[src/hw/rename_pkg.sv]
`default_nettype none

package rename_pkg;

  localparam int ARCH_REGS  = 32;
  localparam int ARCH_W     = 5;
  localparam int DISP_SIZE  = 2;   // lanes per dispatch group
  localparam int FLIST_SIZE = 16;  // entries per lane free list
  localparam int RNID_SIZE  = ARCH_REGS + DISP_SIZE * FLIST_SIZE;
  localparam int RNID_W     = 6;
  localparam int WB_PORTS   = 2;

  typedef logic [ARCH_W-1:0] arch_id_t;
  typedef logic [RNID_W-1:0] rnid_t;

  // one instruction as seen by rename
  typedef struct packed {
    logic     valid;
    logic     rd_valid;
    arch_id_t rd_regidx;
    logic     rs1_valid;
    arch_id_t rs1_regidx;
    logic     rs2_valid;
    arch_id_t rs2_regidx;
  } disp_lane_t;

  typedef disp_lane_t [DISP_SIZE-1:0] disp_grp_t;

  typedef struct packed {
    logic  valid;
    rnid_t rd_rnid;
    rnid_t rd_old_rnid;  // mapping replaced by this rd
    rnid_t rs1_rnid;
    logic  rs1_ready;
    rnid_t rs2_rnid;
    logic  rs2_ready;
  } rn_lane_t;

  typedef rn_lane_t [DISP_SIZE-1:0] rn_grp_t;

  typedef struct packed {
    logic     valid;
    arch_id_t rd_regidx;
    rnid_t    old_rnid;
  } cmt_lane_t;

  typedef cmt_lane_t [DISP_SIZE-1:0] cmt_grp_t;

  typedef struct packed {
    logic  valid;
    rnid_t rnid;
  } phy_wr_t;

  // first rnid owned by the free list of a given lane
  function automatic int unsigned flist_base(int unsigned lane, int unsigned size);
    return ARCH_REGS + lane * size;
  endfunction

  // free list entry idx starts as base + idx, counting upward
  function automatic rnid_t flist_init_id(int unsigned base, int unsigned idx);
    return rnid_t'(base + idx);
  endfunction

  // architectural register i starts mapped to rnid i
  function automatic rnid_t map_init_id(int unsigned idx);
    return rnid_t'(idx);
  endfunction

endpackage

`default_nettype wire

[src/hw/inflight_list.sv]
`timescale 1ns/1ps
`default_nettype none

module inflight_list
  import rename_pkg::*;
#(
  parameter int DISP_SIZE = rename_pkg::DISP_SIZE,
  parameter int WB_PORTS  = rename_pkg::WB_PORTS
) (
  input  wire                         i_clk,
  input  wire                         i_reset_n,
  input  rnid_t   [2*DISP_SIZE-1:0]   i_rnid,
  output logic    [2*DISP_SIZE-1:0]   o_ready,
  input  logic    [DISP_SIZE-1:0]     i_alloc,
  input  rnid_t   [DISP_SIZE-1:0]     i_alloc_rnid,
  input  phy_wr_t [WB_PORTS-1:0]      i_phy_wr
);

  logic [RNID_SIZE-1:0] r_ready;  // 1 = value present in the register file

  always_ff @(posedge i_clk or negedge i_reset_n) begin
    if (!i_reset_n) begin
      r_ready <= '1;
    end else begin
      for (int d = 0; d < DISP_SIZE; d++) begin
        if (i_alloc[d]) r_ready[i_alloc_rnid[d]] <= 1'b0;
      end
      for (int w = 0; w < WB_PORTS; w++) begin
        if (i_phy_wr[w].valid) r_ready[i_phy_wr[w].rnid] <= 1'b1;
      end
    end
  end

  // writeback in the same cycle is bypassed to the reader
  always_comb begin
    for (int s = 0; s < 2*DISP_SIZE; s++) begin
      o_ready[s] = r_ready[i_rnid[s]] | (i_rnid[s] == '0);
      for (int w = 0; w < WB_PORTS; w++) begin
        if (i_phy_wr[w].valid && i_phy_wr[w].rnid == i_rnid[s]) begin
          o_ready[s] = 1'b1;
        end
      end
    end
  end

endmodule

`default_nettype wire

[src/hw/phys_freelist.sv]
`timescale 1ns/1ps
`default_nettype none

module phys_freelist
  import rename_pkg::*;
#(
  parameter int SIZE      = FLIST_SIZE,
  parameter int INIT_BASE = ARCH_REGS
) (
  input  wire   i_clk,
  input  wire   i_reset_n,
  input  logic  i_push,
  input  rnid_t i_push_id,
  input  logic  i_pop,
  output rnid_t o_pop_id,
  output logic  o_empty
);

  localparam int PTR_W = $clog2(SIZE);
  localparam int CNT_W = $clog2(SIZE + 1);

  rnid_t            r_list [SIZE];
  logic [PTR_W-1:0] r_head;   // next rnid handed out
  logic [PTR_W-1:0] r_tail;   // slot for the next release
  logic [CNT_W-1:0] r_count;

  function automatic logic [PTR_W-1:0] ptr_inc(input logic [PTR_W-1:0] ptr);
    return (ptr == PTR_W'(SIZE - 1)) ? '0 : ptr + 1'b1;
  endfunction

  always_ff @(posedge i_clk or negedge i_reset_n) begin
    if (!i_reset_n) begin
      r_head  <= '0;
      r_tail  <= '0;
      r_count <= CNT_W'(SIZE);  // starts full
    end else begin
      if (i_pop) r_head <= ptr_inc(r_head);
      if (i_push) r_tail <= ptr_inc(r_tail);
      case ({i_push, i_pop})
        2'b10:   r_count <= r_count + 1'b1;
        2'b01:   r_count <= r_count - 1'b1;
        default: r_count <= r_count;  // both or neither
      endcase
    end
  end

  // queue body seeded with this lane's block of rnids
  always_ff @(posedge i_clk or negedge i_reset_n) begin
    if (!i_reset_n) begin
      for (int i = 0; i < SIZE; i++) begin
        r_list[i] <= flist_init_id(INIT_BASE, i);
      end
    end else if (i_push) begin
      r_list[r_tail] <= i_push_id;
    end
  end

  assign o_pop_id = r_list[r_head];
  assign o_empty  = (r_count == '0);

endmodule

`default_nettype wire

[src/hw/rename_dispatch.sv]
`timescale 1ns/1ps
`default_nettype none

module rename_dispatch
  import rename_pkg::*;
#(
  parameter int DISP_SIZE = rename_pkg::DISP_SIZE
) (
  input  wire                          i_clk,
  input  wire                          i_reset_n,

  input  logic                         i_disp_valid,
  output logic                         o_disp_ready,
  input  disp_grp_t                    i_disp,

  // free lists, one per lane
  input  logic     [DISP_SIZE-1:0]     i_flist_empty,
  input  rnid_t    [DISP_SIZE-1:0]     i_pop_id,
  output logic     [DISP_SIZE-1:0]     o_pop,

  // map and in-flight lookups
  output arch_id_t [2*DISP_SIZE-1:0]   o_src_id,
  output arch_id_t [DISP_SIZE-1:0]     o_rd_id,
  input  rnid_t    [2*DISP_SIZE-1:0]   i_src_rnid,
  input  rnid_t    [DISP_SIZE-1:0]     i_rd_old_rnid,
  input  logic     [2*DISP_SIZE-1:0]   i_src_ready,

  // map update and in-flight allocation
  output logic     [DISP_SIZE-1:0]     o_update,
  output rnid_t    [DISP_SIZE-1:0]     o_update_rnid,

  output logic                         o_rn_valid,
  output rn_grp_t                      o_rn
);

  logic                 w_fire;
  logic [DISP_SIZE-1:0] w_has_rd;    // lane writes a real destination
  rnid_t [DISP_SIZE-1:0] w_new_rnid;
  rn_grp_t              w_rn;

  // every lane needs an rnid available, whether it uses one or not
  assign o_disp_ready = ~|i_flist_empty;
  assign w_fire       = i_disp_valid & o_disp_ready;

  for (genvar d = 0; d < DISP_SIZE; d++) begin : g_lane
    rnid_t    w_rs1_fwd;
    rnid_t    w_rs2_fwd;
    rnid_t    w_old_fwd;
    logic     w_rs1_hit;
    logic     w_rs2_hit;
    rn_lane_t w_lane;

    assign w_has_rd[d] = i_disp[d].valid & i_disp[d].rd_valid & (i_disp[d].rd_regidx != '0);
    assign w_new_rnid[d] = w_has_rd[d] ? i_pop_id[d] : '0;

    assign o_pop[d]           = w_fire & w_has_rd[d];
    assign o_update[d]        = w_fire & w_has_rd[d];
    assign o_update_rnid[d]   = i_pop_id[d];
    assign o_src_id[2*d]      = i_disp[d].rs1_regidx;
    assign o_src_id[2*d+1]    = i_disp[d].rs2_regidx;
    assign o_rd_id[d]         = i_disp[d].rd_regidx;

    // nearest older lane writing the same register overrides the map
    always_comb begin
      w_rs1_hit = 1'b0;
      w_rs2_hit = 1'b0;
      w_rs1_fwd = i_src_rnid[2*d];
      w_rs2_fwd = i_src_rnid[2*d+1];
      w_old_fwd = i_rd_old_rnid[d];
      for (int p = 0; p < d; p++) begin
        if (w_has_rd[p] && i_disp[p].rd_regidx == i_disp[d].rs1_regidx) begin
          w_rs1_hit = 1'b1;
          w_rs1_fwd = w_new_rnid[p];
        end
        if (w_has_rd[p] && i_disp[p].rd_regidx == i_disp[d].rs2_regidx) begin
          w_rs2_hit = 1'b1;
          w_rs2_fwd = w_new_rnid[p];
        end
        if (w_has_rd[p] && i_disp[p].rd_regidx == i_disp[d].rd_regidx) begin
          w_old_fwd = w_new_rnid[p];
        end
      end
    end

    always_comb begin
      w_lane.valid       = i_disp[d].valid;
      w_lane.rd_rnid     = w_new_rnid[d];  // 0 for x0 or no rd
      w_lane.rd_old_rnid = w_has_rd[d] ? w_old_fwd : '0;
      w_lane.rs1_rnid    = i_disp[d].rs1_valid ? w_rs1_fwd : '0;
      w_lane.rs1_ready   = !i_disp[d].rs1_valid | (!w_rs1_hit & i_src_ready[2*d]);
      w_lane.rs2_rnid    = i_disp[d].rs2_valid ? w_rs2_fwd : '0;
      w_lane.rs2_ready   = !i_disp[d].rs2_valid | (!w_rs2_hit & i_src_ready[2*d+1]);
    end

    assign w_rn[d] = w_lane;
  end

  always_ff @(posedge i_clk or negedge i_reset_n) begin
    if (!i_reset_n) begin
      o_rn_valid <= 1'b0;
    end else begin
      o_rn_valid <= w_fire;
    end
  end

  always_ff @(posedge i_clk) begin
    if (w_fire) o_rn <= w_rn;
  end

endmodule

`default_nettype wire

[src/hw/rename_map.sv]
`timescale 1ns/1ps
`default_nettype none

module rename_map
  import rename_pkg::*;
#(
  parameter int DISP_SIZE = rename_pkg::DISP_SIZE
) (
  input  wire                            i_clk,
  input  wire                            i_reset_n,

  // source lookups, rs1 and rs2 of each lane
  input  arch_id_t [2*DISP_SIZE-1:0]     i_src_id,
  output rnid_t    [2*DISP_SIZE-1:0]     o_src_rnid,

  // destination lookup gives the mapping being replaced
  input  arch_id_t [DISP_SIZE-1:0]       i_rd_id,
  output rnid_t    [DISP_SIZE-1:0]       o_rd_old_rnid,

  input  logic     [DISP_SIZE-1:0]       i_update,
  input  rnid_t    [DISP_SIZE-1:0]       i_update_rnid
);

  rnid_t r_map [ARCH_REGS];

  always_ff @(posedge i_clk or negedge i_reset_n) begin
    if (!i_reset_n) begin
      for (int i = 0; i < ARCH_REGS; i++) begin
        r_map[i] <= map_init_id(i);
      end
    end else begin
      // ascending order so the youngest lane lands last
      for (int d = 0; d < DISP_SIZE; d++) begin
        if (i_update[d] && i_rd_id[d] != '0) begin
          r_map[i_rd_id[d]] <= i_update_rnid[d];
        end
      end
    end
  end

  always_comb begin
    for (int s = 0; s < 2*DISP_SIZE; s++) begin
      o_src_rnid[s] = (i_src_id[s] == '0) ? '0 : r_map[i_src_id[s]];  // x0 pinned
    end
  end

  always_comb begin
    for (int d = 0; d < DISP_SIZE; d++) begin
      o_rd_old_rnid[d] = (i_rd_id[d] == '0) ? '0 : r_map[i_rd_id[d]];
    end
  end

endmodule

`default_nettype wire

[src/hw/rename_stage.sv]
`timescale 1ns/1ps
`default_nettype none

module rename_stage
  import rename_pkg::*;
#(
  parameter int DISP_SIZE  = rename_pkg::DISP_SIZE,
  parameter int FLIST_SIZE = rename_pkg::FLIST_SIZE,
  parameter int WB_PORTS   = rename_pkg::WB_PORTS
) (
  input  wire                       i_clk,
  input  wire                       i_reset_n,

  input  logic                      i_disp_valid,
  output logic                      o_disp_ready,
  input  disp_grp_t                 i_disp,

  output logic                      o_rn_valid,
  output rn_grp_t                   o_rn,

  input  logic                      i_cmt_valid,
  input  cmt_grp_t                  i_cmt,

  input  phy_wr_t [WB_PORTS-1:0]    i_phy_wr
);

  logic     [DISP_SIZE-1:0]   w_flist_empty;
  rnid_t    [DISP_SIZE-1:0]   w_pop_id;
  logic     [DISP_SIZE-1:0]   w_pop;
  logic     [DISP_SIZE-1:0]   w_push;
  arch_id_t [2*DISP_SIZE-1:0] w_src_id;
  arch_id_t [DISP_SIZE-1:0]   w_rd_id;
  rnid_t    [2*DISP_SIZE-1:0] w_src_rnid;
  rnid_t    [DISP_SIZE-1:0]   w_rd_old_rnid;
  logic     [2*DISP_SIZE-1:0] w_src_ready;
  logic     [DISP_SIZE-1:0]   w_update;
  rnid_t    [DISP_SIZE-1:0]   w_update_rnid;

  for (genvar d = 0; d < DISP_SIZE; d++) begin : g_flist
    // committed rd hands its old mapping back to its own lane
    assign w_push[d] = i_cmt_valid & i_cmt[d].valid & (i_cmt[d].rd_regidx != '0);

    phys_freelist #(
      .SIZE      (FLIST_SIZE),
      .INIT_BASE (flist_base(d, FLIST_SIZE))
    ) phys_freelist_i (
      .i_clk     (i_clk),
      .i_reset_n (i_reset_n),
      .i_push    (w_push[d]),
      .i_push_id (i_cmt[d].old_rnid),
      .i_pop     (w_pop[d]),
      .o_pop_id  (w_pop_id[d]),
      .o_empty   (w_flist_empty[d])
    );
  end

  rename_dispatch #(
    .DISP_SIZE (DISP_SIZE)
  ) rename_dispatch_i (
    .i_clk         (i_clk),
    .i_reset_n     (i_reset_n),
    .i_disp_valid  (i_disp_valid),
    .o_disp_ready  (o_disp_ready),
    .i_disp        (i_disp),
    .i_flist_empty (w_flist_empty),
    .i_pop_id      (w_pop_id),
    .o_pop         (w_pop),
    .o_src_id      (w_src_id),
    .o_rd_id       (w_rd_id),
    .i_src_rnid    (w_src_rnid),
    .i_rd_old_rnid (w_rd_old_rnid),
    .i_src_ready   (w_src_ready),
    .o_update      (w_update),
    .o_update_rnid (w_update_rnid),
    .o_rn_valid    (o_rn_valid),
    .o_rn          (o_rn)
  );

  rename_map #(
    .DISP_SIZE (DISP_SIZE)
  ) rename_map_i (
    .i_clk         (i_clk),
    .i_reset_n     (i_reset_n),
    .i_src_id      (w_src_id),
    .o_src_rnid    (w_src_rnid),
    .i_rd_id       (w_rd_id),
    .o_rd_old_rnid (w_rd_old_rnid),
    .i_update      (w_update),
    .i_update_rnid (w_update_rnid)
  );

  // readiness looked up on the map value; forwarded sources are masked later
  inflight_list #(
    .DISP_SIZE (DISP_SIZE),
    .WB_PORTS  (WB_PORTS)
  ) inflight_list_i (
    .i_clk        (i_clk),
    .i_reset_n    (i_reset_n),
    .i_rnid       (w_src_rnid),
    .o_ready      (w_src_ready),
    .i_alloc      (w_update),
    .i_alloc_rnid (w_update_rnid),
    .i_phy_wr     (i_phy_wr)
  );

endmodule

`default_nettype wire

[config.mk]
export PLATFORM = sky130hd
export DESIGN_NAME = rename_stage
export DESIGN_NICKNAME = d
export VERILOG_FILES = /design/src/hw/rename_pkg.sv /design/src/hw/inflight_list.sv /design/src/hw/phys_freelist.sv /design/src/hw/rename_dispatch.sv /design/src/hw/rename_map.sv /design/src/hw/rename_stage.sv
export SDC_FILE = /design/constraint.sdc
export NUM_CORES = 2
export LEC_CHECK = 0
export ABC_AREA = 1
export ABC_CLOCK_PERIOD_IN_PS = 2800
export BUFFER_PORTS_ARGS = -buffer_cell sky130_fd_sc_hd__buf_2
export CORE_UTILIZATION = 30
export DETAILED_ROUTE_END_ITERATION = 8
export SLEW_MARGIN = 20
export SYNTH_ARGS = -nofsm -noshare
export SYNTH_HDL_FRONTEND = slang
export SYNTH_SLANG_ARGS = --single-unit
[constraint.sdc]
create_clock -name i_clk -period 2.8 [get_ports i_clk]
set_input_delay 0.28 -clock i_clk [delete_from_list [all_inputs] [get_ports i_clk]]
set_output_delay 0.28 -clock i_clk [all_outputs]
set_load 0.005 [all_outputs]
==> impl_metrics.json <==
{
  "root_buffer": "clkbuf_16",
  "finalCritPeriodShare_pct": 99.30,
  "netlist.area_leader.share_pct": 17.70,
  "crit_required_ns": 3.26,
  "stdcell_area_mm2": 0.04852,
  "dr.pass1.iters": 7,
  "wl_mm": 194.1,
  "grt_max_degree": 87,
  "leakagePower_nw": 19.89,
  "power_density_mw_per_mm2": 989.8,
  "syn_area_mm2": 0.03830,
  "fin_crit_ns": 2.780,
  "start_util_pct": 30.38,
  "cts_tree": "built",
  "clock_path_buffers": 3,
  "synth-seq-cells": 529,
  "reg2reg_depth": 16,
  "hold_end": "g_flist[1].phys_freelist_i.r_list[63]",
  "max_freq_mhz": 359.7,
  "report.final.slew_viol_count": 0,
  "path_cells": "inv_1 > buf_4 > a21oi_1 > o21ai_0 > nand3_1 > nand3_2 > nand2_4 > nand3_4 > buf_12 > clkbuf_16 > o21ai_0 > nand2_1 > nand2_1 > nand3_1 > nand3_4 > nand3_2",
  "min_path_cells": 3,
  "stdcell_count": 7604,
  "grt_pass1_vias": 41630,
  "netlist_instances": 5453,
  "hpwl_mm": 143.7,
  "grt_use_total_pct": 28.90,
  "vias_per_cell": 5.956,
  "dieArea_mm2": 0.1291,
  "avgSynthCellArea_um2": 7.024,
  "num_vias": 45290,
  "cap_viol_max_count": 0,
  "min_from": "i_cmt[15]",
  "outcome": "finished clean",
  "core_mm2": 0.1261,
  "relSlewSlack_pct": 39.13,
  "clk_latency_ns": 0.71,
  "synth-seq-area-share_pct": 36.11,
  "wl_per_cell_um": 25.53,
  "total_power_mw": 48.03,
  "synth_most_common_cell": "nand2_1",
  "route.detailed.drc": 0,
  "io_pins": 136,
  "ant_nets": 0,
  "startpoint": "rename_map_i.r_map[36]",
  "die_width_um": 359.3,
  "antenna_found_initial": 12,
  "synth_cell_types": 49,
  "synth_nets": 5553,
  "critPathKind": "reg2reg",
  "synth_top_cell_by_area": "dfstp_2",
  "finalHoldViolCount": 0,
  "synth_area_leaders": "dfstp_2 (18%), dfrtp_1 (14%), nand2_1 (12%)",
  "io_buffer_count": 135,
  "cp-start-kind": "flop",
  "synth_common_cells": "nand2_1 (1,229), o21ai_0 (865), nand3_1 (516)",
  "crit_path_max_fanout": 21,
  "clk_pin_slew_worst_paths_ns": 0.06,
  "hp-class": "in2reg",
  "area_growth_pct": 26.68,
  "placementRows": 130,
  "grt_pass1_wl_mm": 283.5,
  "setup_tns_ns": 0,
  "arrival_ns": 3.24,
  "ys_async_sr_fraction_pct": 89.79,
  "timing_worst_slew_pin_value_ns": 0.9130,
  "drive_gt1_share_pct": 23.47,
  "rsz0062_at_grt": "true",
  "irDropWorstVdd_v": 0.001329,
  "routabilityCongestion": 1.147,
  "reg2reg_from": "rename_map_i.r_map[36]",
  "max_stage_delay_ns": 0.59,
  "setup_viol": 0,
  "cts_buffers": 61,
  "ys.warnings.count": 0,
  "overflow": 0,
  "finClkSkew_ns": 0.03977,
  "crit_slowest_cell": "dfstp_2",
  "synth_edf_count": 54,
  "drt_iter0_drc": 6356,
  "die_h_um": 359.3,
  "final_util_pct": 38.49,
  "synthFlopType": "dfstp_2",
  "fin_nets": 6000,
  "dp.cells": 7446,
  "end_kind": "flop",
  "r2r_slack_ns": 0.02,
  "place_area_mm2": 0.04516,
  "r2r_end": "rename_dispatch_i.o_rn[0]",
  "cts-htree-levels": 2,
  "cts_sinks": 529
}
[flip-flops by register name (all words and copies together) (netlist names)]
| signal | count |
|---|---|
| g_flist.phys_freelist_i.r_list | 192 |
| rename_map_i.r_map | 192 |
| g_flist.phys_freelist_i.r_count | 10 |
| g_flist.phys_freelist_i.r_head | 8 |
| rename_dispatch_i.o_rn_valid | 1 |
| rename_dispatch_i.o_rn | 54 |
| g_flist.phys_freelist_i.r_tail | 8 |
| inflight_list_i.r_ready | 64 |
[worst max-delay path by stage]
stage                     slack, ns  cells past startpoint                                    end
after floorplan                0.16                     16  g_flist[1].phys_freelist_i.r_count[4]
after global placement        -0.38                     15                rename_map_i.r_map[124]
after detailed placement      -0.38                     15                rename_map_i.r_map[124]
after CTS                     0.009                     18             rename_dispatch_i.o_rn[27]
after global routing          -0.06                     22             rename_dispatch_i.o_rn[27]
final                          0.02                     16              rename_dispatch_i.o_rn[0]
[critical path, delay by kind of cell, from the launching register on]
family,cells,cell delay (ns)
AO/OA/AOI/OAI,3,0.36
buffers and inverters,4,0.54
flip-flops,1,0.59
AND/OR/NAND/NOR,9,1.05
[per-layer routing]
metal  up-vias  global-route usage [%]  share of wire [%]
li1      20200                       -                  -
met1     21540                   38.37                 40
met2      2900                   42.47                 42
met3       630                   7.482                 11
met4        14                   15.98                6.4
met5         -                       0              0.064
[stage by stage]
step | setup WS [ns] | hold slack [ns]
2_1_floorplan | 0.1593 | -0.01559
3_3_place_gp | -0.3829 | 0.3998
3_5_place_dp | -0.3811 | 0.4012
4_1_cts | 0.008771 | 0.07800
5_1_grt | -0.06019 | 0.1367
6_report | 0.01958 | 0.1226
[final cells by class]
cell class                 instances  area [µm²]
fill                           13130       77540
multi-input combinational       4100       21740
sequential                       529       13840
timing repair buffer             827        7281
tap                             1650        2064
clock buffer                      91        1782
inverter                         381        1461
clock inverter                    25       344.1
antenna                            1       2.502
[cells by family (layout without fill, tap and decap cells)]
kind of cell / count (synthesis) / after routing / share of synthesized area, %
simple gates: 2207 / 2207 / 24.75
compound gates: 1843 / 1843 / 28.67
buf+inv: 824 / 1324 / 9.085
flops: 529 / 529 / 36.11
xor+xnor: 30 / 30 / 0.6860
fa+ha+maj: 20 / 20 / 0.6926
other cells: 0 / 1 / 0
[layout by cell type (no fill, tap or decap), types with 10 or more instances in the layout]
cell,count
nor3_1,28
a22oi_1,68
o22ai_1,95
clkbuf_16,69
a31oi_1,11
a21oi_1,304
buf_2,132
o221ai_1,194
nand3_4,18
inv_2,33
nand3_2,52
o211ai_1,221
buf_12,97
clkinv_2,10
o21ai_0,846
a221oi_1,15
buf_4,571
xor2_1,25
nor2_1,272
clkbuf_8,10
o21ai_1,46
nand3_1,466
edfxtp_1,54
nor2_4,12
nand4_1,98
dfrtp_1,209
nand2_1,1189
nand2_2,38
a22o_1,13
dfstp_2,258
clkbuf_1,18
inv_1,329
ha_1,16
[report_power, final]
part | internal (mW) | switching, mW
clock | 4.98 | 3.64
sequential | 11.9 | 3.75
combinational | 8.18 | 15.6
total | 25.0 | 23.0
[repair_timing]
action	4_1_cts	5_1_grt
hold endpoints to repair	65	0
pin swaps	1	57
cloned	0	7
setup buffers	2	24
hold buffers	8	0
resized for setup	13	197
endpoints found under the setup margin	99	170
(Power assumes the default switching activity.)
